$ cat src/rtl/axi_mem_consts.svh
`ifndef AXI_MEM_CONSTS_SVH
`define AXI_MEM_CONSTS_SVH

// flash region is word addressed behind a byte base
`define FLASH_BASE  32'h3000_0000
`define FLASH_WORDS 1024

// sdram region
`define SDRAM_BASE  32'ha000_0000
`define SDRAM_WORDS 4096

// console transmit window is write only
`define UART_BASE   32'h1000_0000
`define UART_BYTES  8

// response codes on rresp and bresp
`define RESP_OKAY   2'd0
`define RESP_DECERR 2'd3

`endif

$ cat src/rtl/axi_mem_pkg.sv
package axi_mem_pkg;

    typedef logic [31:0] addr_t;
    typedef logic [31:0] data_t;
    typedef logic [3:0]  strb_t;
    typedef logic [7:0]  len_t;
    typedef logic [1:0]  resp_t;

    // read channel engine
    typedef enum logic [1:0] {
        rd_idle,
        rd_fetch,
        rd_wait_data,
        rd_send
    } read_state_t;

    // write channel engine
    typedef enum logic [2:0] {
        wr_idle,
        wr_have_addr,
        wr_have_data,
        wr_access,
        wr_respond
    } write_state_t;

endpackage

$ cat src/rtl/axi_write_engine.sv
`timescale 1ns/1ps
`include "axi_mem_consts.svh"

module axi_write_engine import axi_mem_pkg::*; (
    input  logic  clock,
    input  logic  rst,
    input  addr_t awaddr,
    input  logic  awvalid,
    output logic  awready,
    input  data_t wdata,
    input  strb_t wstrb,
    input  logic  wvalid,
    output logic  wready,
    output resp_t bresp,
    output logic  bvalid,
    input  logic  bready,
    output logic  wr_req,
    output addr_t wr_addr,
    output data_t wr_data,
    output strb_t wr_strb,
    input  logic  wr_gnt,
    input  logic  mem_err
);

    write_state_t state;
    addr_t        addr_q;
    data_t        data_q;
    strb_t        strb_q;
    logic         sample;

    always_ff @(posedge clock) begin
        if (rst) begin
            state  <= wr_idle;
            sample <= 1'b0;
            bvalid <= 1'b0;
        end else begin
            sample <= 1'b0;
            case (state)
                wr_idle: begin
                    // address and data may land together or apart
                    if (awvalid && wvalid) begin
                        state <= wr_access;
                    end else if (awvalid) begin
                        state <= wr_have_addr;
                    end else if (wvalid) begin
                        state <= wr_have_data;
                    end
                end
                wr_have_addr: begin
                    if (wvalid) state <= wr_access;
                end
                wr_have_data: begin
                    if (awvalid) state <= wr_access;
                end
                wr_access: begin
                    if (wr_gnt) begin
                        state  <= wr_respond;
                        sample <= 1'b1;
                    end
                end
                wr_respond: begin
                    if (sample) begin
                        bvalid <= 1'b1;
                    end else if (bvalid && bready) begin
                        bvalid <= 1'b0;
                        state  <= wr_idle;
                    end
                end
                default: state <= wr_idle;
            endcase
        end
    end

    always_ff @(posedge clock) begin
        if (awvalid && awready) begin
            addr_q <= awaddr;
        end
        if (wvalid && wready) begin
            data_q <= wdata;
            strb_q <= wstrb;
        end
        // error flag from memory belongs to us only after our grant
        if (sample) begin
            bresp <= mem_err ? `RESP_DECERR : `RESP_OKAY;
        end
    end

    assign awready = (state == wr_idle) || (state == wr_have_data);
    assign wready  = (state == wr_idle) || (state == wr_have_addr);
    assign wr_req  = (state == wr_access);
    assign wr_addr = addr_q;
    assign wr_data = data_q;
    assign wr_strb = strb_q;

endmodule

$ cat config.mk
export PLATFORM = sky130hd
export DESIGN_NAME = axi_write_engine
export DESIGN_NICKNAME = d
export VERILOG_FILES = /design/src/rtl/axi_mem_pkg.sv /design/src/rtl/axi_write_engine.sv
export VERILOG_INCLUDE_DIRS = /design/src /design/src/rtl
export SDC_FILE = /design/constraint.sdc
export NUM_CORES = 1
export LEC_CHECK = 0
export BUFFER_PORTS_ARGS = -buffer_cell sky130_fd_sc_hd__clkbuf_2
export CORE_MARGIN = 4
export CORE_UTILIZATION = 42
export CTS_CLUSTER_SIZE = 24
export DETAILED_ROUTE_END_ITERATION = 16
export PLACE_DENSITY_LB_ADDON = 0.15
export SYNTH_ARGS = -nofsm -noshare
export SYNTH_HDL_FRONTEND = slang
export SYNTH_SLANG_ARGS = --single-unit
$ cat constraint.sdc
create_clock -name clock -period 2.3 [get_ports clock]
set_clock_uncertainty 0.05 [all_clocks]
set_input_delay 0.23 -clock clock [delete_from_list [all_inputs] [get_ports clock]]
set_output_delay 0.23 -clock clock [all_outputs]
set_load 0.005 [all_outputs]
======== After elaboration in Yosys (flattened, before gate mapping) ========
Index checks and enable logic that the tools add are counted.
word-level totals
  register bits ........................... 75
operators by class
  equal/unequal tests ..................... 10
  mux-type cells .......................... 13
  bitwise operators ....................... 1
  reductions and logical operators ........ 11
operators with widths
  operator            count
  $mux 3              8
  $pmux 3 s5          1
  $ne 2x2->1 const B  4
  $eq 3x2->1 const B  2
  $reduce_and 6->1    1
  $logic_and 1x1->1   4
  $ne 4x4->1 const B  1
  $eq 3x1->1 const B  1
  $eq 3x3->1 const B  1
  $logic_not 3->1     1
  $mux 1              3
  $logic_or 1x1->1    2
  $mux 2              1
  $ne 2x1->1 const B  1
  $reduce_and 2->1    1
  $reduce_bool 2->1   1
  $reduce_or 2->1     1
  $not 1->1           1

======== Logic depth before layout (Yosys ltp) ========
  depth in word-level cells ............... 4
  depth in mapped cells ................... 5
  mapped depth without buffers ............ 4

======== Worst setup path before layout ========
No wires, ideal clock.
  kind .................................... reg2reg
  start ................................... register state[2]
  end ..................................... register data_q[0] (netlist: wr_data[0]) (enable)
  setup time .............................. 0.397 ns
  arrival ................................. 1.580 ns
  data required time ...................... 1.853 ns
  setup slack ............................. 0.274 ns
  cell stages (with the launch flop) ...... 4
  buffers on the path ..................... 1
  path through ............................ dfxtp_1 buf_1 nor2_1 and2_1
on the way
  longest elaborated chain between the ends .. 3
  elaborated cells on any way between the ends .. 4
  classes of those cells .................. eq/ne (1); reduce/logical (3)
RTL lines
  what                                                  line                    source
  start, declared                                       axi_write_engine.sv:25  write_state_t state;
  start signal, assigned                                axi_write_engine.sv:33  state <= wr_idle;
  start signal, assigned                                axi_write_engine.sv:42  state <= wr_access;
  start signal, assigned                                axi_write_engine.sv:44  state <= wr_have_addr;
  $eq 3x1->1 / $logic_not 3->1 (equally long branches)  axi_write_engine.sv:89  assign wready = (state == wr_idle) || (state == wr_have_addr);
  $logic_or 1x1->1 (*)                                  axi_write_engine.sv:89
  net wready                                            axi_write_engine.sv:13  output logic wready,
  $logic_and 1x1->1 (*)                                 axi_write_engine.sv:78  if (wvalid && wready) begin
  end signal, assigned                                  axi_write_engine.sv:79  data_q <= wdata;
  end, declared                                         axi_write_engine.sv:27  data_t data_q;
Mark *: on every way through the listed nets, which the timed path passes. The rest lies on a longest branch.
A chain may end at the register's enable or synchronous reset.

======== Worst setup path after layout ========
  start ................................... register state[0]
  end ..................................... output wr_req
on the way
  longest elaborated chain between the ends .. 1
RTL lines
  what           line                    source
  $eq 3x2->1     axi_write_engine.sv:90  assign wr_req = (state == wr_access);
  end, declared  axi_write_engine.sv:17  output logic wr_req,
Every way passes these cells.

==> flow_summary.toml <==
[status]
outcome = "finished clean"

[route]
number_of_detailed_routing_iterations_run_before_antenna_repair = 4
post_drt_via_cell_ratio = 4.48
routed_wire_length_per_instance_um = 14.6
post-route-drc-count = 0
vias = 1590
ant_nets = 0
detailedRoute.firstIterationViolations = 70
wl_um = 5180

[timing]
totalNegativeSetupSlack_ns = 0
relSlewSlack = 0.702
unrepaired_setup_endpoints_after_global_routing = "no"
final.setup.worst_slack_ns = 0.692
maxClockFrequency_mhz = 622
finalHoldViolCount = 0
finalCriticalPeriod_ns = 1.61
fin_crit_sh = 0.699
setup_viol_count_final = 0
slew_violations = 0
tightestPinTransition_ns = 0.447

[critical_path]
cp_slowest_cell = "sky130_fd_sc_hd__dfxtp_1"
cp_num_cells = 3
worst_path_largest_cell_delay_ns = 0.49
cp_data_required_time_ns = 2.02
worst_setup_path_start_kind = "flip-flop"
cp-end-kind = "output pin"
critical_path_peak_fanout = 9
timing.critical_path.to = "wr_req"
critical_path.n_buffers_inverters = 2
cp_cell_sequence = "inv_2, nor3_1, clkbuf_2"
reg2regPathDepth = 3
r2r_end = "wr_data[16]$_DFFE_PP_"
worst-r2r-setup-slack_ns = 0.74
critical_path.top_delay_family = "flip-flops"
crit_path_start = "state[0]$_SDFFE_PP0P_"
critical_path_arrival_ns = 1.33
worst-setup-path-type = "flip-flop to output pin"
timing.rr.start = "state[2]$_SDFFE_PP0P_"

[run]
cap_viol_max_count = 0

[clock_tree]
cts_htree_levels = 3
cts_tree = "done"
clock_latency_ns = 0.32
cts.reportedPaths.clkPinSlew_ns = 0.07
clock_tree.root_cell = "sky130_fd_sc_hd__clkbuf_8"
cts-buffers-inserted = 9
clock-sinks = 74
clock_tree.buffer_depth = 2
post_cts.repair.setup_buffers = 0

[die]
fp-row-count = 27
start_util = 0.435
chip_width_um = 83.5
core_um2 = 5510
die_h_um = 83.5
die_area_um2 = 6970
io_pins = 149

[placed_design]
globalplace.congestion = 0.820
placed_inst_area_um2 = 3220
place_inst = 329
place_worst_setup_slack_ns = 0.754
post-dp-hpwl_um = 3930
buffer_ports.inserted = 148

[power_and_ir_drop]
power.ir.vdd_worst_v = 0.000560
power_density_nw_per_um2 = 994
power_leakage_nw = 1.53
finalPower_mw = 3.51

[cells_and_area]
layout-drive-gt1-share = 0.590
finalInstanceArea_um2 = 3530
syn2layout_area_growth_pct = 47.3
antenna_cells = 0
number_of_nets_in_the_finished_design = 353
final_cell_count_no_fill = 355
filler_cell_count = 433

[logic_synthesis]
synth_cell_type_count = 27
post-synth-top-area-fraction = 0.865
cells_taking_the_most_area_after_synthesis = "sky130_fd_sc_hd__edfxtp_1, sky130_fd_sc_hd__dfxtp_1, sky130_fd_sc_hd__nor2_1, sky130_fd_sc_hd__nand3_1, sky130_fd_sc_hd__and2_1"
synth.yosys.seq_area_share = 0.907
netlist_instances = 110
syn_area_per_cell_um2 = 21.8
ff_latch_count_synth = 74
yosysWarnings = 0
postSynthNetCount = 185
synthDominantAreaCellType = "sky130_fd_sc_hd__edfxtp_1"
synth_area_um2 = 2390

[global_routing]
first_pass_grt_wire_length_um = 7990
maximum_number_of_pins_on_one_net_before_global_route_repair = 37
global_route_congestion_overflow_total = 0
grt_antenna_before_repair = 0
first_global_vias = 1606
global_route.usage.total = 0.150

[worst_hold_path]
worst_min_delay_path_class = "input port to flip-flop"
==> worst min-delay path by stage <==
stage                            endpoint  slack, ns       start  cells after the start
finish              wr_addr[20]$_DFFE_PP_       0.03  awaddr[20]                      1
global route        wr_addr[17]$_DFFE_PP_      0.001  awaddr[17]                      1
CTS                 wr_addr[20]$_DFFE_PP_      0.004  awaddr[20]                      1
detailed placement  wr_addr[20]$_DFFE_PP_       0.36  awaddr[20]                      1
global placement    wr_addr[30]$_DFFE_PP_       0.36  awaddr[30]                      1
floorplan           state[2]$_SDFFE_PP0P_       0.25         rst                      1
==> layer usage <==
| metal | routed length (µm) | GRT usage | share of wire | up-vias |
|---|---|---|---|---|
| met2 | 2700 | 0.249 | 0.52 | 78 |
| met3 | 456 | 0.0503 | 0.088 | 15 |
| met5 | 0 | 0 | 0 | - |
| met1 | 1850 | 0.166 | 0.36 | 731 |
| li1 | - | - | - | 766 |
| met4 | 172 | 0.0921 | 0.033 | 0 |
==> cell usage after synthesis <==
cell	instances
sky130_fd_sc_hd__a32oi_1	1
sky130_fd_sc_hd__a21oi_1	1
sky130_fd_sc_hd__o211ai_1	1
sky130_fd_sc_hd__o21ai_2	1
sky130_fd_sc_hd__nor2b_1	1
sky130_fd_sc_hd__and2_1	2
sky130_fd_sc_hd__buf_6	1
sky130_fd_sc_hd__o311ai_1	1
sky130_fd_sc_hd__nand3_1	4
sky130_fd_sc_hd__or3_2	1
sky130_fd_sc_hd__inv_2	1
sky130_fd_sc_hd__nand2_1	2
sky130_fd_sc_hd__edfxtp_1	69
sky130_fd_sc_hd__nand2b_1	1
sky130_fd_sc_hd__buf_1	1
sky130_fd_sc_hd__inv_1	1
sky130_fd_sc_hd__buf_4	1
sky130_fd_sc_hd__and3_1	1
sky130_fd_sc_hd__nor2_1	7
sky130_fd_sc_hd__dfxtp_1	5
sky130_fd_sc_hd__mux2i_1	1
sky130_fd_sc_hd__or4b_1	1
sky130_fd_sc_hd__o32a_1	1
sky130_fd_sc_hd__a2111o_1	1
sky130_fd_sc_hd__or4_1	1
sky130_fd_sc_hd__nand3b_1	1
sky130_fd_sc_hd__nor3_1	1
==> cell type report <==
class | instances | area [µm²] | area share
flip-flops and latches | 74 | 2170 | 0.616
repair buffers | 160 | 856 | 0.243
multi-input cells | 31 | 193 | 0.0546
clock buffers | 10 | 128 | 0.0362
well taps | 72 | 90.1 | 0.0255
clock inverters | 6 | 81.3 | 0.0231
inverters | 2 | 7.51 | 0.00213
==> report_power, final <==
group	switching (mW)	total (mW)	internal [mW]	leakage, nW
logic	0.336	0.604	0.268	0.731
clock network	0.429	1.03	0.604	0.104
registers	0.0928	1.87	1.78	0.698
total	0.858	3.51	2.65	1.53
==> flip-flops by register name (all words and copies together) (netlist names) <==
register,flops
wr_data,32
sample,1
wr_addr,32
bvalid,1
wr_strb,4
state,3
bresp,1
==> logic make-up (layout without fill, tap and decap cells) <==
logic type,count (synthesis),after routing,synth area share
AND/OR/NAND/NOR,23,23,0.0512
AO/OA/AOI/OAI,7,7,0.0251
multiplexers,1,1,0.00418
flip-flops,74,74,0.907
buffers and inverters,5,178,0.0125
==> layout by cell type, fill, tap and decap left out, types with 2 or more instances in the layout <==
| cell | netlist | routed |
|---|---|---|
| sky130_fd_sc_hd__clkbuf_2 | 0 | 148 |
| sky130_fd_sc_hd__and2_1 | 2 | 2 |
| sky130_fd_sc_hd__nor2_1 | 7 | 7 |
| sky130_fd_sc_hd__bufinv_16 | 0 | 2 |
| sky130_fd_sc_hd__buf_4 | 1 | 2 |
| sky130_fd_sc_hd__nand2_1 | 2 | 2 |
| sky130_fd_sc_hd__edfxtp_1 | 69 | 69 |
| sky130_fd_sc_hd__clkinv_2 | 0 | 2 |
| sky130_fd_sc_hd__nand3_1 | 4 | 4 |
| sky130_fd_sc_hd__dfxtp_1 | 5 | 5 |
| sky130_fd_sc_hd__dlygate4sd3_1 | 0 | 10 |
| sky130_fd_sc_hd__clkbuf_8 | 0 | 9 |
==> per-stage QoR <==
stage / util / hold WS, ns
floorplan: - / 0.249
global placement: 0.584 / 0.357
detailed placement: 0.584 / 0.359
CTS: 0.622 / 0.00378
global route: 0.641 / 0.00121
finish: 0.641 / 0.0252
==> timing repair <==
| action | CTS | global route |
|---|---|---|
| endpoints found under the hold margin | 0 | 10 |
| setup endpoints to repair | 0 | 0 |
| resized for setup | 0 | 0 |
| hold buffers | 0 | 10 |
No activity file was read; power rests on OpenSTA's default activity.
