### src/rtl/axi_mem_consts.svh
`ifndef AXI_MEM_CONSTS_SVH
`define AXI_MEM_CONSTS_SVH

// flash region is word addressed behind a byte base
`define FLASH_BASE  32'h3000_0000
`define FLASH_WORDS 1024

// sdram region
`define SDRAM_BASE  32'ha000_0000
`define SDRAM_WORDS 4096

// console transmit window is write only
`define UART_BASE   32'h1000_0000
`define UART_BYTES  8

// response codes on rresp and bresp
`define RESP_OKAY   2'd0
`define RESP_DECERR 2'd3

`endif

### src/rtl/axi_mem_pkg.sv
package axi_mem_pkg;

    typedef logic [31:0] addr_t;
    typedef logic [31:0] data_t;
    typedef logic [3:0]  strb_t;
    typedef logic [7:0]  len_t;
    typedef logic [1:0]  resp_t;

    // read channel engine
    typedef enum logic [1:0] {
        rd_idle,
        rd_fetch,
        rd_wait_data,
        rd_send
    } read_state_t;

    // write channel engine
    typedef enum logic [2:0] {
        wr_idle,
        wr_have_addr,
        wr_have_data,
        wr_access,
        wr_respond
    } write_state_t;

endpackage

### src/rtl/axi_read_engine.sv
`timescale 1ns/1ps
`include "axi_mem_consts.svh"

module axi_read_engine import axi_mem_pkg::*; (
    input  logic  clock,
    input  logic  rst,
    input  addr_t araddr,
    input  len_t  arlen,
    input  logic  arvalid,
    output logic  arready,
    output data_t rdata,
    output resp_t rresp,
    output logic  rlast,
    output logic  rvalid,
    input  logic  rready,
    output logic  rd_req,
    output addr_t rd_addr,
    input  logic  rd_gnt,
    input  data_t mem_rdata,
    input  logic  mem_err
);

    read_state_t state;
    addr_t       addr_q;
    len_t        len_q;
    len_t        count;

    // beat sequencing
    always_ff @(posedge clock) begin
        if (rst) begin
            state <= rd_idle;
            count <= '0;
        end else begin
            case (state)
                rd_idle: begin
                    if (arvalid) begin
                        state <= rd_fetch;
                        count <= '0;
                    end
                end
                rd_fetch: begin
                    // hold the request until the arbiter picks us
                    if (rd_gnt) begin
                        state <= rd_wait_data;
                    end
                end
                rd_wait_data: begin
                    state <= rd_send;
                end
                rd_send: begin
                    if (rready) begin
                        if (count == len_q) begin
                            state <= rd_idle;
                        end else begin
                            count <= count + 8'd1;
                            state <= rd_fetch;
                        end
                    end
                end
                default: state <= rd_idle;
            endcase
        end
    end

    // burst address steps one word per beat
    always_ff @(posedge clock) begin
        if (state == rd_idle && arvalid) begin
            addr_q <= araddr;
            len_q  <= arlen;
        end else if (state == rd_send && rready && count != len_q) begin
            addr_q <= addr_q + 32'd4;
        end
    end

    // memory output is only valid the cycle after our grant
    always_ff @(posedge clock) begin
        if (state == rd_wait_data) begin
            rdata <= mem_rdata;
            rresp <= mem_err ? `RESP_DECERR : `RESP_OKAY;
        end
    end

    assign arready = (state == rd_idle);
    assign rvalid  = (state == rd_send);
    assign rlast   = rvalid && (count == len_q);
    assign rd_req  = (state == rd_fetch);
    assign rd_addr = addr_q;

endmodule

### config.mk
export PLATFORM = sky130hd
export DESIGN_NAME = axi_read_engine
export DESIGN_NICKNAME = d
export VERILOG_FILES = /design/src/rtl/axi_mem_pkg.sv /design/src/rtl/axi_read_engine.sv
export VERILOG_INCLUDE_DIRS = /design/src /design/src/rtl
export SDC_FILE = /design/constraint.sdc
export NUM_CORES = 1
export LEC_CHECK = 0
export ABC_AREA = 1
export BUFFER_PORTS_ARGS = -buffer_cell sky130_fd_sc_hd__buf_4
export CORE_ASPECT_RATIO = 0.8
export CORE_UTILIZATION = 50
export DETAILED_ROUTE_END_ITERATION = 12
export GPL_TIMING_DRIVEN = 0
export PLACE_DENSITY = 0.8
export RECOVER_POWER = 100
export SLEW_MARGIN = 30
export SYNTH_ARGS = -nofsm -noshare
export SYNTH_HDL_FRONTEND = slang
export SYNTH_SLANG_ARGS = --single-unit
### constraint.sdc
create_clock -name clock -period 2.3 [get_ports clock]
set_input_delay 0 -clock clock [delete_from_list [all_inputs] [get_ports clock]]
set_output_delay 0 -clock clock [all_outputs]
set_load 0.005 [all_outputs]
Yosys cells after proc, flatten, opt, wreduce, memory -nomap -nowiden --
Cells that the tools add are included.
Word-level totals: input bits 78, register bits after elaboration 84
Operators by class: multiplexer cells 12, $add $sub $neg 2, equality and inequality tests 9, reductions and logical operators 9
Operators with widths (count):
- $mux W32 | 2
- $add A32 B3 Y32 const B | 1
- $mux W8 | 3
- $pmux W8 S2 | 1
- $add A8 B1 Y8 const B | 1
- $eq A8 B8 Y1 | 1
- $mux W2 | 4
- $ne A8 B8 Y1 | 1
- $pmux W2 S4 | 1
- $eq A2 B2 Y1 const B | 2
- $logic_and A1 B1 Y1 | 4
- $ne A2 B1 Y1 const B | 2
- $ne A2 B2 Y1 const B | 2
- $reduce_and A4 Y1 | 1
- $reduce_bool A2 Y1 | 2
- $reduce_and A3 Y1 | 1
- $eq A2 B1 Y1 const B | 1
- $logic_not A2 Y1 | 1
- $mux W1 | 1

Logic depth before layout (Yosys ltp) --
Gate-level depths: netlist (run 1).
word-level depth 5, mapped depth 11, mapped depth without buffers 11

Least setup slack after synthesis (run 1) --
No wires, ideal clock.
kind flip-flop to flip-flop, start point register state[0], end point register addr_q[10], in the netlist rd_addr[10], enable pin, stages on the path, launching flop included 6, path slack 307 ps, buffers on the path 1, period minus slack after synthesis 1993 ps, data arrival time 1528 ps, cell sequence dfxtp_1 inv_1 ha_1 nand2_1 buf_2 nand2_1
Between the ends: elaborated cells between the ends (all ways) 6, classes of those cells eq/ne: 1; reduce/logical: 5
RTL lines:
- start: declaration | line axi_read_engine.sv:23 | read_state_t state;
- start signal: assignment | line axi_read_engine.sv:31 | state <= rd_idle;
- start signal: assignment | line axi_read_engine.sv:37 | state <= rd_fetch;
- start signal: assignment | line axi_read_engine.sv:44 | state <= rd_wait_data;
- $logic_not A2 Y1
- named net arready | line axi_read_engine.sv:10 | output logic arready,
- $logic_and A1 B1 Y1 | line axi_read_engine.sv:67 | if (state == rd_idle && arvalid) begin
- $reduce_bool A2 Y1 (no source line)
- end signal: assignment | line axi_read_engine.sv:68 | addr_q <= araddr;
- end signal: assignment | line axi_read_engine.sv:71 | addr_q <= addr_q + 32'd4;
- end: declaration | line axi_read_engine.sv:24 | addr_t addr_q;
The timed path passes the listed nets, and every way through them passes these cells. A chain may end at the register's enable or synchronous reset.

Final worst setup path (run 1) --
start point register state[0], end point register addr_q[21], in the netlist rd_addr[21] (data pin)
Between the ends: longest elaborated chain between the ends 3
RTL lines (line):
- $logic_not A2 Y1 | axi_read_engine.sv:67
- $logic_and A1 B1 Y1 | axi_read_engine.sv:67
- $mux W32 | axi_read_engine.sv:67
No other way between the ends.

==> results.md, run 1 <==
- Run status: completed
- Synth Area per Inst: 9.54 µm²
- Core ar.: 8020 µm²
- R2R Setup Slk: 0.25 ns
- RSZ-0062 raised after global routing: false
- Clock transition at path regs: 0.10 ns
- Initial antenna violation count: 1
- Slew Limit Fails: 0
- Max frequency: 0.488 GHz
- Synthesized net count: 522
- Req. time, crit path: 2.42 ns
- Largest family of logic cells by synthesized area: simple AND/OR/NAND/NOR gates
- Final RePlAce weighted congestion: 0.912
- Post-DR wirelength/cell: 15.7 µm
- TritonCTS clock tree: done
- Crit path max-delay family: buffers and inverters
- Ys flop type: edfxtp_1
- Flops & latches, synth: 83
- Slew margin rel.: 47.0%
- Die area: 8720 µm²
- Crit path buf inv count: 3
- DIE HEIGHT: 83.7 µm
- Post-synthesis sequential area ratio: 57.3%
- Critical Path AT: 2.17 ns
- Max FO, Critical Path: 19
- Leakage: 2.59 nW
- CP Launch Type: flip-flop
- Final Cell Area: 6290 µm²
- Area share of fa/ha/maj cells after synthesis: 1.80%
- Layout Skew: 0.00815 ns
- Via/cell ratio: 5.13
- PwrDens: 973 nW/µm²
- H-tree Lvls: 3
- # rows: 29
- Initial Utilization: 52.1%
- Register area: 2390 µm²
- Filler cells: 513
- Worst path cell trace: inv_1, ha_1, nand2_1, inv_1, clkbuf_2, nand2_1, nand2_1
- Setup Buffers After CTS: 0
- NumNets Final: 752
- TritonCTS buffer count: 9
- Mapped Cells: 438
- Grt ovf: 0
- Post-DP HPWL: 7890 µm
- Largest net degree at the start of global routing: 34
- Area of the multi-input gates: 1580 µm²
- Maximum clock insertion buffer count: 2
- First-pass GRT wire length: 19100 µm
- Mux share of post-synthesis cell area: 0%
- Final wirelength: 12200 µm
- Final setup fails: 0
- Final ANT Viol Nets: 0
- Vias in the first global route: 3844
- CP most frequent cell: nand2_1
- Ys async rst share: 0%
- I/O Buffers: 146
- WS Path Type: flip-flop to flip-flop
- Cell Area, Placed: 5410 µm²
- Initial DRC count: 320
- Share of layout cells above drive strength 1: 27.2%
- Peak VDD IR: 639 µV
- Number of synthesized flops with an enable pin: 73
- Clock sink count: 83
- Synth cell types: 36
- Synthesis warning total: 0
- Tcrit/Tclk final: 89.0%
- Slowest stage delay, CP: 0.41 ns
- Crit end category: flip-flop
- Simple-gate share of the synthesized area: 26.5%
- Post-synthesis xor/xnor area fraction: 5.03%
- Slew @ Worst Pin: 0.796 ns
- Synth Area in Compound Gates: 4.82%
- Io pins: 148
- Drt pass-1 iters: 5
- Total GRT Usage: 28.7%
- Final hold viol count: 0
- Die Span X: 104 µm
- Synthesis-to-finish area growth: 50.7%
- Worst hold slack: 0.0798 ns
- DRC viols: 0
- Number of max-cap violations: 0
- Min-Delay Path Class: primary input to flip-flop
- Crit path time final: 2.05 ns
- Clock Tree Root: clkbuf_8
- Vias: 4013
- Slowest cell on the critical path: dfxtp_1
- Post-Syn Area: 4180 µm²
- Clock latency on the worst-skew pair: 0.36 ns
-- synth_stat cells (all sizes together) (2+ instances only) --
library cell / count / area, µm²
xor2: 8 / 70.1
or2: 2 / 12.5
a21oi: 12 / 63.8
nand2: 145 / 559
inv: 41 / 154
o21bai: 2 / 15.0
nor2: 50 / 246
buf: 4 / 23.8
edfxtp: 73 / 2190
nand3: 24 / 155
a31oi: 4 / 25.0
nand4: 12 / 75.1
ha: 6 / 75.1
nor3: 6 / 35.0
nand3b: 2 / 15.0
dfxtp: 10 / 200
clkbuf: 4 / 15.0
o21ai: 14 / 77.6
xnor2: 16 / 140
-- per-layer routing --
layer  wire [µm]  track usage (%)
met1        4680             33.7
met2        6500             53.0
met3         791             5.46
met4         268             9.22
met5           0                0
-- registers in the layout (all words and copies together), names as in the netlist --
signal / cells
rd_addr: 32
state: 2
count: 8
rresp: 1
len_q: 8
rdata: 32
-- repair_timing --
item                                   in CTS  in global routing
setup endpoints to repair                   0                 30
endpoints found under the hold margin      73                  0
gates resized for setup                     0                  1
hold buffers                               73                  0
-- power by group --
group          switching (mW)  total (mW)  internal [mW]
clock network           0.588        1.11          0.522
registers               0.439        2.74           2.30
logic                    1.29        2.27          0.978
total                    2.32        6.13           3.80
-- logic make-up after synthesis --
logic type | after synthesis
simple gates | 242
compound gates | 34
xor+xnor | 24
fa+ha+maj | 6
buf+inv | 49
flops | 83
-- worst paths after layout --
path,start,endpoint,cells past startpoint
setup / recovery,state[0]$_SDFFE_PP0P_,rd_addr[21]$_DFFE_PP_,7
hold / removal,rst,state[1]$_SDFFE_PP0P_,2
setup reg to reg,state[0]$_SDFFE_PP0P_,rd_addr[21]$_DFFE_PP_,7
hold reg to reg,count[7]$_SDFFE_PP0P_,count[7]$_SDFFE_PP0P_,2
-- layout by cell type (no fill, tap or decap), types with 4 or more instances in the layout --
cell type,count
nor2_2,4
inv_2,8
nand3_1,21
o21ai_0,13
nor2_1,41
clkbuf_1,16
clkbuf_4,98
buf_4,37
xnor2_1,16
a31oi_1,4
edfxtp_1,73
clkbuf_8,9
xor2_1,8
nand4_1,12
dfxtp_1,10
inv_1,33
nor3_1,5
dlygate4sd3_1,73
nand2_1,139
nand2_2,5
ha_1,5
nor2_4,4
a21oi_1,11
-- per-stage QoR --
step,util (%),setup TNS (ns),power (mW),std cells,worst slack [ns]
finish,78.5,0,6.13,782,0.253
global route,78.5,0,6.45,782,0.0914
CTS,79.2,0,6.21,781,0.0767
detailed placement,67.5,0,4.99,692,0.0981
global placement,67.4,-7.15,4.91,692,-0.239
floorplan,-,0,3.88,438,0.307
-- area by class of cell --
cell class | count | area share [%]
Antenna cell | 1 | 0.0398
Clock buffer | 9 | 1.97
Buffer | 8 | 0.576
Tap cell | 108 | 2.15
Timing Repair Buffer | 219 | 28.3
Clock inverter | 7 | 1.39
Sequential cell | 83 | 38.0
Inverter | 41 | 2.44
Multi-Input combinational cell | 306 | 25.1
Power figures use the tool's default switching activity.
==> run 2, diff against run 1 <==
--- a/config.mk
+++ b/config.mk
@@ -6,15 +6,13 @@
 export SDC_FILE = /design/constraint.sdc
 export NUM_CORES = 1
 export LEC_CHECK = 0
-export ABC_AREA = 1
 export BUFFER_PORTS_ARGS = -buffer_cell sky130_fd_sc_hd__buf_4
 export CORE_ASPECT_RATIO = 0.8
-export CORE_UTILIZATION = 50
+export CORE_UTILIZATION = 49
 export DETAILED_ROUTE_END_ITERATION = 12
 export GPL_TIMING_DRIVEN = 0
 export PLACE_DENSITY = 0.8
 export RECOVER_POWER = 100
-export SLEW_MARGIN = 30
 export SYNTH_ARGS = -nofsm -noshare
 export SYNTH_HDL_FRONTEND = slang
 export SYNTH_SLANG_ARGS = --single-unit
==> results.md, run 2 <==
- Final setup fails: 0
- I/O Buffers: 147
- Count leader, synth: edfxtp_1
- Synthesis-to-finish area growth: 56.2%
- Final WS setup: 0.152 ns
- Post-Syn Area: 3830 µm²
- Flops & latches, synth: 83
- Final ANT Viol Nets: 0
- DIE HEIGHT: 81.1 µm
- Cell Count, Final, Fillers Out: 663
- Post-DP HPWL: 6640 µm
- # rows: 28
- Synthesis warning total: 0
- Post-DR wirelength/cell: 17.3 µm
- Worst hold slack: 0.0864 ns
- Number of synthesized flops with an enable pin: 73
- Most frequent cells after synthesis: edfxtp_1 (73), nand2_1 (42), o21ai_0 (26)
- Crit path time final: 2.15 ns
- WS Path Type: flip-flop to flip-flop
- Leakage: 2.32 nW
- Initial Utilization: 51.1%
- Drt pass-1 iters: 4
- Critical Path AT: 2.26 ns
- PwrDens: 1010 nW/µm²
- Via/cell ratio: 5.27
- Worst path cell trace: nand3_1, or4_1, buf_6, nor4_2, xnor2_1, o21ai_1
- Synth cell types: 41
- Placed Cells: 571
- Slowest cell on the critical path: or4_1
- Ys async rst share: 0%
- Filler cells: 478
- Final RePlAce weighted congestion: 0.804
- Tcrit/Tclk final: 93.4%
- Share of the synthesized area in the top cell type: 57.2%
- Maximum clock insertion buffer count: 2
- Clock Tree Root: clkbuf_8
- Most frequent cells in the layout: clkbuf_4 (93), dlygate4sd3_1 (76), edfxtp_1 (73)
- Slew Limit Fails: 0
- Post-synthesis sequential area ratio: 62.4%
- Antenna cells: 0
- First-pass GRT wire length: 17800 µm
- Grt ovf: 0
- Final hold viol count: 0
- Setup Buffers After CTS: 0
- Final wirelength: 11500 µm
- Req. time, crit path: 2.41 ns
- Initial DRC count: 243
- RSZ-0062 raised after global routing: false
- Synth Area per Inst: 12.0 µm²
- Slowest stage delay, CP: 0.54 ns
- NumNets Final: 637
- Clock latency on the worst-skew pair: 0.37 ns
- Setup total negative slack: 0 ns
- TritonCTS clock tree: done
- Vias: 3497
- Fin util: 79.8%
- Max FO, Critical Path: 10
- Crit end category: flip-flop
- Number of max-cap violations: 0
- Synth top area cells: edfxtp_1 (57%), dfxtp_1 (5.2%), nand2_1 (4.1%)
- H-tree Lvls: 3
- Max frequency: 0.466 GHz
- Share of layout cells above drive strength 1: 29.6%
- Run status: completed
- TritonCTS buffer count: 9
- Crit path max-delay family: simple AND/OR/NAND/NOR gates
- Core ar.: 7500 µm²
- Clock sink count: 83
- Largest area contributor in the netlist: edfxtp_1
- Die Span X: 101 µm
- CP Launch Type: flip-flop
- Mapped Cells: 319
- Clock transition at path regs: 0.09 ns
- Crit path buf inv count: 1
- DRC viols: 0
- Cell Area, Placed: 5080 µm²
- Layout Skew: 0.0122 ns
- Slew margin rel.: 44.4%
- Vias in the first global route: 3641
- Slew @ Worst Pin: 0.834 ns
- Die area: 8180 µm²
- Min-Delay Path Class: primary input to flip-flop
- Io pins: 148
- Power after layout: 6.03 mW
- Final Cell Area: 5990 µm²
- Peak VDD IR: 647 µV
- Synthesized net count: 403
- Pre-CTS WS: -0.0252 ns
- Most common cell after layout, fill and taps aside: clkbuf_4
- Total GRT Usage: 29.5%
- Ys flop type: edfxtp_1
- Initial antenna violation count: 0
- Largest net degree at the start of global routing: 34
## run 2: changes by cell type in the layout (fill, tap and decap cells not counted), moves of 6 or more
cell     change
nand2_1     -97
nor2_1      -28
inv_2        -8
and3_1       +6
o21ai_0     +13
inv_1       -20
xor2_1       +9
or3_1        +6
## run 2: logic make-up (layout without fill, tap and decap cells)
kind of cell             count (synthesis)  after routing  synth area share, %
AO/OA/AOI/OAI                           49             50                 6.83
XOR/XNOR                                34             34                 7.77
adder cells (fa/ha/maj)                  6              6                 1.96
buffers and inverters                   24            262                 2.68
flip-flops                              83             83                 62.4
multiplexers                             2              2                0.523
AND/OR/NAND/NOR                        121            121                 17.8
## run 2: layout make-up
cell class                      instances  area [µm²]  share of cell area (%)
Tap cell                              105         131                    2.19
Inverter                               14        55.1                   0.920
Sequential cell                        83        2390                    40.0
Clock buffer                            9         124                    2.07
Timing Repair Buffer                  223        1800                    30.0
Multi-Input combinational cell        213        1330                    22.3
Buffer                                  9        48.8                   0.815
Clock inverter                          7         105                    1.76
## run 2: path summary, 6_finish.rpt
path | startpoint | slack, ns | cells past startpoint | end
hold / removal | rd_gnt | 0.09 | 5 | state[0]$_SDFFE_PP0P_
setup / recovery | rd_addr[15]$_DFFE_PP_ | 0.15 | 6 | rd_addr[27]$_DFFE_PP_
hold reg to reg | count[7]$_SDFFE_PP0P_ | 0.52 | 2 | count[7]$_SDFFE_PP0P_
setup reg to reg | rd_addr[15]$_DFFE_PP_ | 0.15 | 6 | rd_addr[27]$_DFFE_PP_
## run 2: routing by layer
| metal | vias to the layer above | track usage, % | share of wire (%) |
|---|---|---|---|
| met1 | 1657 | 32.2 | 38 |
| li1 | 1630 | - | - |
| met5 | - | 0 | 0 |
| met3 | 34 | 9.64 | 6.4 |
| met2 | 176 | 52.9 | 53 |
| met4 | 0 | 13.2 | 3.0 |
## run 2: worst min-delay path, stage by stage
cell and delay, ns:
buf_4 0.11, inv_1 0.04, a21oi_1 0.09, o21ai_0 0.08
a221oi_1 0.08
## run 2: timing repair
action,4_1_cts,5_1_grt
hold buffers,76,0
gates resized for setup,0,6
gates cloned,0,1
hold endpoints to repair,77,0
setup endpoints to repair,18,53
## run 2: power breakdown
part | internal (mW) | total (mW) | switching (mW)
combinational | 0.947 | 2.07 | 1.12
sequential | 2.30 | 2.74 | 0.440
clock | 0.631 | 1.22 | 0.593
total | 3.88 | 6.03 | 2.15
