### config.mk
export PLATFORM = sky130hd
export DESIGN_NAME = mem_port_arbiter
export DESIGN_NICKNAME = d
export VERILOG_FILES = /design/src/rtl/axi_mem_consts.svh /design/src/rtl/axi_mem_pkg.sv /design/src/rtl/mem_port_arbiter.sv
export SDC_FILE = /design/constraint.sdc
export NUM_CORES = 1
export LEC_CHECK = 0
export ABC_AREA = 1
export CAP_MARGIN = 20
export CORE_AREA = 2 2 68 70
export DETAILED_ROUTE_END_ITERATION = 10
export DIE_AREA = 0 0 70 72
export DONT_BUFFER_PORTS = 1
export PLACE_DENSITY = 0.34
export SYNTH_ARGS = -nofsm -noshare
export SYNTH_HDL_FRONTEND = slang
export SYNTH_SLANG_ARGS = --single-unit
export TNS_END_PERCENT = 1
### constraint.sdc
create_clock -name clock -period 1.88 [get_ports clock]
set_input_delay 0.282 -clock clock [delete_from_list [all_inputs] [get_ports clock]]
set_output_delay 0.282 -clock clock [all_outputs]
set_load 0.1 [all_outputs]
### src/rtl/axi_mem_consts.svh
`ifndef AXI_MEM_CONSTS_SVH
`define AXI_MEM_CONSTS_SVH

// flash region is word addressed behind a byte base
`define FLASH_BASE  32'h3000_0000
`define FLASH_WORDS 1024

// sdram region
`define SDRAM_BASE  32'ha000_0000
`define SDRAM_WORDS 4096

// console transmit window is write only
`define UART_BASE   32'h1000_0000
`define UART_BYTES  8

// response codes on rresp and bresp
`define RESP_OKAY   2'd0
`define RESP_DECERR 2'd3

`endif

### src/rtl/axi_mem_pkg.sv
package axi_mem_pkg;

    typedef logic [31:0] addr_t;
    typedef logic [31:0] data_t;
    typedef logic [3:0]  strb_t;
    typedef logic [7:0]  len_t;
    typedef logic [1:0]  resp_t;

    // read channel engine
    typedef enum logic [1:0] {
        rd_idle,
        rd_fetch,
        rd_wait_data,
        rd_send
    } read_state_t;

    // write channel engine
    typedef enum logic [2:0] {
        wr_idle,
        wr_have_addr,
        wr_have_data,
        wr_access,
        wr_respond
    } write_state_t;

endpackage

### src/rtl/mem_port_arbiter.sv
`timescale 1ns/1ps

module mem_port_arbiter import axi_mem_pkg::*; (
    input  logic  clock,
    input  logic  rst,
    input  logic  rd_req,
    input  addr_t rd_addr,
    output logic  rd_gnt,
    input  logic  wr_req,
    input  addr_t wr_addr,
    input  data_t wr_data,
    input  strb_t wr_strb,
    output logic  wr_gnt,
    output logic  mem_en,
    output logic  mem_we,
    output addr_t mem_addr,
    output data_t mem_wdata,
    output strb_t mem_strb
);

    // set when the write engine took the last grant
    logic last_wr;
    logic rd_win;
    logic wr_win;

    // on a tie the side that lost last time goes first
    assign rd_win = rd_req && (!wr_req || last_wr);
    assign wr_win = wr_req && (!rd_req || !last_wr);

    always_ff @(posedge clock) begin
        if (rst) begin
            last_wr <= 1'b1;
        end else if (rd_win) begin
            last_wr <= 1'b0;
        end else if (wr_win) begin
            last_wr <= 1'b1;
        end
    end

    assign rd_gnt = rd_win;
    assign wr_gnt = wr_win;

    // steer the winner onto the single port
    assign mem_en    = rd_win || wr_win;
    assign mem_we    = wr_win;
    assign mem_addr  = wr_win ? wr_addr : rd_addr;
    assign mem_wdata = wr_win ? wr_data : '0;
    assign mem_strb  = wr_win ? wr_strb : '0;

endmodule

## After elaboration in Yosys (flattened, before gate mapping)

Cells that the tools add are included.

| storage, ports and cells | value |
|---|---|
| register bits after elaboration | 1 |
| output and inout bits | 72 |
| word-level logic and storage cells | 15 |

| cells by class | value |
|---|---|
| multiplexer cells | 5 |
| reduce and logical (&&, ||, !) cells | 9 |

Operators with widths:

| cell | count |
|---|---|
| 2-to-1 mux 32 bit | 2 |
| 2-to-1 mux 4 bit | 1 |
| logical NOT 1 bit | 3 |
| logical OR 1 bit | 3 |
| logical AND 1 bit | 2 |
| 2-to-1 mux 1 bit | 2 |
| nonzero test 2 bit | 1 |

## Depth between registers and ports, before layout

Gate-level depths: netlist of run 1.

| logic depth | value |
|---|---|
| depth in word-level cells | 5 |
| gate-level depth with buffers | 5 |

## Least setup slack after synthesis of run 1

OpenSTA, ideal clock, no wires.

| timing path | value |
|---|---|
| path kind | in2out |
| start point | in wr_req |
| end point | out rd_gnt |
| arrival time | 2.551 ns |
| required time | 1.598 ns |
| slack | -0.953 ns |
| stages | 2 |
| buffers on the path | 1 |
| path through | buf_4 -> o21ai_0 |

| between the ends | value |
|---|---|
| cells in the longest elaborated chain, start to end | 3 |

Ends and longest elaborated chain:

| item | line | RTL |
|---|---|---|
| from (decl) | mem_port_arbiter.sv:9 | `input logic wr_req,` |
| logical NOT 1 bit | mem_port_arbiter.sv:27 | `assign rd_win = rd_req && (!wr_req \|\| last_wr);` |
| logical OR 1 bit | mem_port_arbiter.sv:27 |  |
| logical AND 1 bit | mem_port_arbiter.sv:27 |  |
| to (decl) | mem_port_arbiter.sv:8 | `output logic rd_gnt,` |

Every way passes these cells.

## Worst setup path in the final report of run 1

| timing path | value |
|---|---|
| start point | reg last_wr |
| end point | out mem_addr[24] |

| between the ends | value |
|---|---|
| cells in the longest elaborated chain, start to end | 4 |

Ends and longest elaborated chain:

| item | line | RTL |
|---|---|---|
| from (decl) | mem_port_arbiter.sv:22 | `logic last_wr;` |
| from (signal assigned) | mem_port_arbiter.sv:32 | `last_wr <= 1'b1;` |
| from (signal assigned) | mem_port_arbiter.sv:34 | `last_wr <= 1'b0;` |
| from (signal assigned) | mem_port_arbiter.sv:36 | `last_wr <= 1'b1;` |
| logical NOT 1 bit | mem_port_arbiter.sv:28 | `assign wr_win = wr_req && (!rd_req \|\| !last_wr);` |
| logical OR 1 bit | mem_port_arbiter.sv:28 |  |
| logical AND 1 bit | mem_port_arbiter.sv:28 |  |
| 2-to-1 mux 32 bit | mem_port_arbiter.sv:46 | `assign mem_addr = wr_win ? wr_addr : rd_addr;` |
| to (decl) | mem_port_arbiter.sv:16 | `output addr_t mem_addr,` |

Every way passes these cells.

==> results.cfg, run 1 <==
[synthesis]
synth_top_area_cell = nand2_1
synth-seq-cells = 1
yosysUniqueCellTypes = 12
yosys_warnings = 0
yosys.area.top_type_share = 0.286
ys_seq_area_frac = 0.0234
syn_area_per_cell_um2 = 4.45
syn_nets = 296
netlist_instances = 192
synthesis.area_um2 = 855
yosys-top-cells-area = nand2_1, nand3_1, inv_1, nor2_1, buf_6

[routing]
routed_wl_mm = 3.88
drtIter0Drc = 34
vias_per_cell = 4.50
vias = 1373
routedWlPerCell_um = 12.7
detail-route-antenna-nets = 0
drt_first_pass_iters = 4
drc = 0

[final_layout]
fillCellCount = 393
postLayoutCoreUtil = 0.556
largest_reg_flops = 1
final_cell_mix = buf_12, nand2_1, inv_1
fin_nets = 359
antenna_cells = 0
final_common_cell = buf_12
top_register = last_wr
syn2layout_area_growth_pct = 178
reg_top3 = last_wr: 1 flops
drive_gt1_frac = 0.458
fin_cells = 305

[floorplan]
dieArea_um2 = 5040
core_um2 = 4260
initial_utilization = 0.200
rows = 24
pin_count = 176
fp.dieW_um = 70
die_h_um = 72

[global_route]
grt-ovfl-total = 0
grt_pass1_vias = 1221
grt_start_max_net_pins = 36
grt_pass1_wl_mm = 5.88
antenna_found_initial = 0
grt.total_usage = 0.139

[worst_setup_path]
cp.arrival_ns = 1.26
startpoint_type = flop
end_kind = primary output
rr_endpoint = last_wr$_SDFFE_PP1P_
worstPathRequired_ns = 1.60
max_stage_delay_ns = 0.35
crit_slowest_cell = dfxtp_1
path_class = reg -> out
crit_path_cell_trace = nand2_4 -> nand2_4 -> buf_12 -> nand2_1 -> nand2_1 -> buf_12
regToRegSetupSlack_ns = 0.85
r2r_start = last_wr$_SDFFE_PP1P_
r2r_cells = 4
crit_fanout = 23

[power]
pwr-share-seq = 0.016
p_int_w = 0.000497
netSwitchingPower_w = 0.00102
powerDensity_nw_per_um2 = 641
max-vdd-ir-drop_uv = 304
pwr-share-comb = 0.984
p_total_w = 0.00152
clkPwrFrac = 0
leakagePower_nw = 1.24
p_sw_frac = 0.674

[sta]
finalSetupViolCount = 0
rsz0062_at_grt = no
fmax_mhz = 649
slew_headroom = 0.773
whs_ns = 0.377
period_share = 0.820
worstMarginPinSlew_ns = 0.340
fin_tns_setup_ns = 0
min_period_ns = 1.54
final-hold-violation-count = 0
fin_worst_skew_ns = 0
slew_viol_final = 0

[clock_tree]
clkSlewWorstSetupHoldPaths_ns = 0
clk_latency_ns = 0
cts_resized = 0
ctsHoldBuffers = 0
cts_setup_buffers = 0

[placement]
portBuffers = 0
dp_hpwl_mm = 3.43
placed_cells = 305
gp_congestion = 0.736

[hold_path]
min_from = rst
hold_end = last_wr$_SDFFE_PP1P_
whs_path_depth = 2
hold_class = in -> reg

[run_status]
status = complete, no violations

[flow_run]
drv_cap = 0
## synth_stat cells
cell type,count
a21oi_1,1
buf_2,6
buf_4,5
buf_6,4
dfxtp_1,1
inv_1,38
nand2_1,65
nand2_4,2
nand3_1,32
nand3b_1,1
nor2_1,36
o21ai_0,1
## power groups by stage
stage	clock network [W]	logic (W)	registers, W
after detailed placement	0	0.00151	0.0000247
after CTS	0	0.00151	0.0000247
final	0	0.00150	0.0000247
after floorplan	0	0.000976	0.0000245
after global placement	0	0.00150	0.0000246
after global routing	0	0.00154	0.0000248
## cells by family (layout without fill, tap and decap cells)
group                  after synthesis  in the layout  synth area share
AND/OR/NAND/NOR                    136            136             0.666
buffers and inverters               53            114             0.299
AO/OA/AOI/OAI                        2              2            0.0117
flip-flops                           1              1            0.0234
## through the flow
step	cell area (um2)	worst slack [ns]
after floorplan	855	-0.317
after global placement	2370	0.351
after detailed placement	2370	0.323
after CTS	2370	0.317
after global routing	2370	0.261
final	2370	0.339
## worst max-delay path: cells and delay by family (launching register included)
kind / cells / cell delay (ns)
buffers and inverters: 2 / 0.41
flip-flops: 1 / 0.35
AND/OR/NAND/NOR: 4 / 0.48
## final cells by class
| class | count | area, um2 | area share |
|---|---|---|---|
| Inverter | 38 | 143 | 0.0601 |
| Timing Repair Buffer | 76 | 1470 | 0.620 |
| Multi-Input combinational cell | 138 | 673 | 0.284 |
| Tap cell | 52 | 65.1 | 0.0274 |
| Sequential cell | 1 | 20.0 | 0.00844 |
## worst max path at each step
stage | startpoint | end | slack (ns) | cells after the start
floorplan | wr_req | mem_strb[0] | -0.32 | 4
global placement | last_wr$_SDFFE_PP1P_ | mem_addr[24] | 0.35 | 6
detailed placement | last_wr$_SDFFE_PP1P_ | mem_addr[29] | 0.32 | 6
CTS | last_wr$_SDFFE_PP1P_ | mem_addr[29] | 0.32 | 6
global route | last_wr$_SDFFE_PP1P_ | mem_addr[28] | 0.26 | 6
finish | last_wr$_SDFFE_PP1P_ | mem_addr[24] | 0.34 | 6
## routing by layer
metal	wire length [um]	vias up	GRT usage
li1	-	683	-
met1	1350	586	0.160
met2	2160	102	0.280
met3	353	2	0.0194
met4	19	0	0.0107
met5	0	-	0
No activity file was read; power rests on OpenSTA's default activity.
==> run 2, diff against run 1 <==
--- a/config.mk
+++ b/config.mk
@@ -11,7 +11,7 @@
 export DETAILED_ROUTE_END_ITERATION = 10
 export DIE_AREA = 0 0 70 72
 export DONT_BUFFER_PORTS = 1
-export PLACE_DENSITY = 0.34
+export PLACE_DENSITY = 0.35
 export SYNTH_ARGS = -nofsm -noshare
 export SYNTH_HDL_FRONTEND = slang
 export SYNTH_SLANG_ARGS = --single-unit
==> constraint.sdc (replaced) <==
create_clock -name clock -period 1.4 [get_ports clock]
set_input_delay 0.21 -clock clock [delete_from_list [all_inputs] [get_ports clock]]
set_output_delay 0.21 -clock clock [all_outputs]
set_load 0.1 [all_outputs]
==> results.cfg, run 2 (synthesis results as in run 1) <==
[run_status]
status = complete, no violations

[routing]
vias_per_cell = 4.54
drtIter0Drc = 22
routed_wl_mm = 3.89
detail-route-antenna-nets = 0
drt_first_pass_iters = 6
drc = 0
routedWlPerCell_um = 12.7
vias = 1393

[final_layout]
fillCellCount = 384
reg_top3 = last_wr: 1 flops
largest_reg_flops = 1
syn2layout_area_growth_pct = 177
top_register = last_wr
fin_area_um2 = 2370
final_common_cell = buf_12
antenna_cells = 0
fin_nets = 361
final_cell_mix = buf_12, nand2_1, inv_1
drive_gt1_frac = 0.467

[power]
max-vdd-ir-drop_uv = 404
leakagePower_nw = 1.23
powerDensity_nw_per_um2 = 862
p_total_w = 0.00204

[clock_tree]
ctsHoldBuffers = 0
clk_latency_ns = 0
cts_setup_buffers = 0
clkSlewWorstSetupHoldPaths_ns = 0
cts_resized = 0

[global_route]
grt-ovfl-total = 0
antenna_found_initial = 0
grt.total_usage = 0.142
use_met3 = 0.0431
grtUsageMet2 = 0.311
grt_pass1_vias = 1368
grt_pass1_wl_mm = 6.07
busiest_layer = met2
use_met1 = 0.134
grt_start_max_net_pins = 36

[placement]
dp_hpwl_mm = 3.44
dpl_cell_area_um2 = 2370
dp_slack_ns = 0.0830
gp_congestion = 0.738
portBuffers = 0

[floorplan]
core_um2 = 4260
fp.dieW_um = 70
dieArea_um2 = 5040
rows = 24
die_h_um = 72
pin_count = 176
initial_utilization = 0.200

[worst_setup_path]
worstPathRequired_ns = 1.19
path_class = reg -> out
startpoint_type = flop
cp.arrival_ns = 1.09
end_kind = primary output
crit_fanout = 16

[sta]
worstMarginPinSlew_ns = 0.283
slew_headroom = 0.813
period_share = 0.929
final-hold-violation-count = 0
fmax_mhz = 769
fin_tns_setup_ns = 0
setup_slack_ns = 0.0998
slew_viol_final = 0
rsz0062_at_grt = no
whs_ns = 0.306
min_period_ns = 1.30
fin_worst_skew_ns = 0
finalSetupViolCount = 0

[flow_run]
drv_cap = 0

[hold_path]
hold_class = in -> reg
==> run 2: cell types whose count changed in the layout (fill, tap and decap cells not counted), sizes merged <==
cell | previous run | this run
buf | 76 | 78
inv | 38 | 37
clkinvlp | 0 | 1
==> run 2: path summary, 6_finish.rpt <==
check	startpoint	to	slack, ns	cells past startpoint
setup reg to reg	last_wr$_SDFFE_PP1P_	last_wr$_SDFFE_PP1P_	0.68	3
hold reg to reg	last_wr$_SDFFE_PP1P_	last_wr$_SDFFE_PP1P_	0.47	2
hold / removal	rst	last_wr$_SDFFE_PP1P_	0.31	2
setup / recovery	last_wr$_SDFFE_PP1P_	mem_wdata[29]	0.1	5
==> run 2: worst max-delay path, stage by stage, from the launching register on <==
cell	delay [ns]
dfxtp_2	0.32
nand2_4	0.06
nand2_4	0.15
buf_4	0.30
nor2_2	0.08
buf_12	0.17
==> run 2: final cells by class <==
| class | instances | area, um2 | share of cell area |
|---|---|---|---|
| multi-input combinational | 138 | 673 | 0.284 |
| timing repair buffer | 78 | 1460 | 0.617 |
| tap | 52 | 65.1 | 0.0275 |
| sequential | 1 | 21.3 | 0.00899 |
| inverter | 38 | 146 | 0.0618 |
==> run 2: stage by stage <==
step | instances | utilization
2_1_floorplan | 192 | -
6_report | 307 | 0.555
3_3_place_gp | 307 | 0.555
4_1_cts | 307 | 0.555
5_1_grt | 307 | 0.555
3_5_place_dp | 307 | 0.555
==> run 2: where the power goes <==
part	total, W	leakage [nW]	switching (W)	internal [W]
clock	0	0	0	0
sequential	0.0000335	0.00804	0.00000189	0.0000316
combinational	0.00201	1.22	0.00137	0.000632
==> run 2: metal layers <==
metal / vias up / wire length, um / share of wire
li1: 686 / - / -
met1: 613 / 1120 / 0.29
met2: 94 / 2270 / 0.58
met3: 0 / 498 / 0.13
met4: 0 / 0 / 0
met5: - / 0 / 0
==> run 3, diff against run 2 <==
--- a/config.mk
+++ b/config.mk
@@ -5,13 +5,12 @@
 export SDC_FILE = /design/constraint.sdc
 export NUM_CORES = 1
 export LEC_CHECK = 0
-export ABC_AREA = 1
 export CAP_MARGIN = 20
 export CORE_AREA = 2 2 68 70
 export DETAILED_ROUTE_END_ITERATION = 10
 export DIE_AREA = 0 0 70 72
 export DONT_BUFFER_PORTS = 1
-export PLACE_DENSITY = 0.35
+export PLACE_DENSITY_LB_ADDON = 0.2
 export SYNTH_ARGS = -nofsm -noshare
 export SYNTH_HDL_FRONTEND = slang
 export SYNTH_SLANG_ARGS = --single-unit
==> constraint.sdc (replaced) <==
create_clock -name clock -period 1.4 [get_ports clock]
set_input_delay 0.21 -clock clock [delete_from_list [all_inputs] [get_ports clock]]
set_output_delay 0.21 -clock clock [all_outputs]
set_load 0.005 [all_outputs]
==> results.cfg, run 3 <==
[global_route]
grt_start_max_net_pins = 32
grtUsageMet2 = 0.189
grt-ovfl-total = 0
antenna_found_initial = 0
grt_pass1_vias = 706
grt_pass1_wl_mm = 3.84
use_met1 = 0.110
use_met3 = 0.0208
busiest_layer = met2
grt.total_usage = 0.0948

[synthesis]
synth_edf_count = 0
yosys_warnings = 0
syn_nets = 187
synth_top_family_by_area = multiplexers
yosysMostFrequentCell = and2_1
netlist_instances = 83
yosys.area.top_type_share = 0.497
ys_seq_area_frac = 0.0276
async_reset_ff_frac = 0
synth-adder-area-share = 0
yosysUniqueCellTypes = 13
synth-xor-area-share = 0
synthesis.area_um2 = 726
syn_area_per_cell_um2 = 8.74
synthMuxAreaShare = 0.497
synth-seq-cells = 1
synth_compound_area_frac = 0.0483
yosys-top-cells-area = mux2_2, and2_1, buf_6, dfxtp_1, a21boi_4
ys_top_cells_by_count = and2_1, mux2_2, buf_6
synth_top_area_cell = mux2_2
synth-simple-area-share = 0.328
synth_ff_type = dfxtp_1

[sta]
rsz0062_at_grt = no
fin_tns_setup_ns = 0
finalSetupViolCount = 0
final-hold-violation-count = 0
slew_viol_final = 0
period_share = 0.920
worstMarginPinSlew_ns = 0.213
slew_headroom = 0.856
fmax_mhz = 776
min_period_ns = 1.29
fin_worst_skew_ns = 0

[clock_tree]
cts_setup_buffers = 0
clk_latency_ns = 0
ctsHoldBuffers = 0
clkSlewWorstSetupHoldPaths_ns = 0
cts_resized = 0

[placement]
gp_congestion = 0.726
portBuffers = 0
dpl_cell_area_um2 = 769
placed_cells = 130

[routing]
routed_wl_mm = 2.97
detail-route-antenna-nets = 0
drt_first_pass_iters = 2
drc = 0
routedWlPerCell_um = 22.9
drtIter0Drc = 9
vias = 643
vias_per_cell = 4.95

[worst_setup_path]
end_kind = primary output
startpoint_type = flop
crit_path_cell_trace = a21boi_4 -> buf_4 -> mux2_2
worstPathRequired_ns = 1.19
path_class = reg -> out
crit_slowest_cell = mux2_2
max_stage_delay_ns = 0.37
cp.arrival_ns = 1.08
crit_fanout = 11

[power]
powerDensity_nw_per_um2 = 369
p_sw_frac = 0.426
max-vdd-ir-drop_uv = 147
pwr-share-comb = 0.880
clkPwrFrac = 0
leakagePower_nw = 0.280
pwr-share-seq = 0.120
p_int_w = 0.000163
netSwitchingPower_w = 0.000121

[final_layout]
reg_top3 = last_wr: 1 flops
final_common_cell = and2_1
top_register = last_wr
largest_reg_flops = 1
fin_cells = 130
drive_gt1_frac = 0.474
final_cell_mix = and2_1, mux2_2, buf_12
postLayoutCoreUtil = 0.180
antenna_cells = 0
fin_nets = 184
syn2layout_area_growth_pct = 6.03
fin_area_um2 = 769

[floorplan]
core_um2 = 4260
initial_utilization = 0.170
fp.dieW_um = 70
die_h_um = 72
dieArea_um2 = 5040
rows = 24
pin_count = 176

[flow_run]
drv_cap = 0

[run_status]
status = complete, no violations

[hold_path]
hold_class = in -> reg
==> run 3: power groups by stage <==
stage / combinational (W) / sequential [W] / clock, W
global placement: 0.000251 / 0.0000338 / 0
detailed placement: 0.000254 / 0.0000341 / 0
finish: 0.000250 / 0.0000340 / 0
floorplan: 0.000221 / 0.0000337 / 0
global route: 0.000269 / 0.0000345 / 0
CTS: 0.000254 / 0.0000341 / 0
==> run 3: logic make-up after synthesis <==
kind of cell	count (synthesis)
simple gates	38
buf+inv	9
flops	1
compound gates	3
mux	32
==> run 3: critical path: cells and delay by family (launching register included) <==
family                 cells  cell delay [ns]
AOI/OAI and AO/OA          1             0.17
DFF                        1             0.31
muxes                      1             0.37
buffers and inverters      1             0.22
==> run 3: worst paths after layout <==
path / depth (start not counted) / start / slack [ns] / endpoint
worst max-delay path: 3 / last_wr$_SDFFE_PP1P_ / 0.11 / mem_addr[21]
worst min-delay path: 1 / rst / 0.31 / last_wr$_SDFFE_PP1P_
worst max register to register: 2 / last_wr$_SDFFE_PP1P_ / 0.61 / last_wr$_SDFFE_PP1P_
worst min register to register: 2 / last_wr$_SDFFE_PP1P_ / 0.53 / last_wr$_SDFFE_PP1P_
==> run 3: cell type report <==
| type | count | area [um2] |
|---|---|---|
| multi-input combinational | 73 | 633 |
| inverter | 1 | 3.75 |
| tap | 52 | 65.1 |
| timing repair buffer | 3 | 47.5 |
| fill | 482 | 3490 |
| sequential | 1 | 20.0 |
==> run 3: metrics by stage <==
stage,setup slack [ns],power (W),hold slack (ns)
floorplan,0.154,0.000254,0.309
global placement,0.129,0.000285,0.311
detailed placement,0.106,0.000288,0.316
CTS,0.106,0.000288,0.316
global route,0.0591,0.000303,0.326
finish,0.112,0.000284,0.313
==> run 3: metal layers <==
layer	up-vias	part of all wire
li1	266	-
met1	278	0.34
met2	99	0.54
met3	0	0.12
met4	0	0
met5	-	0
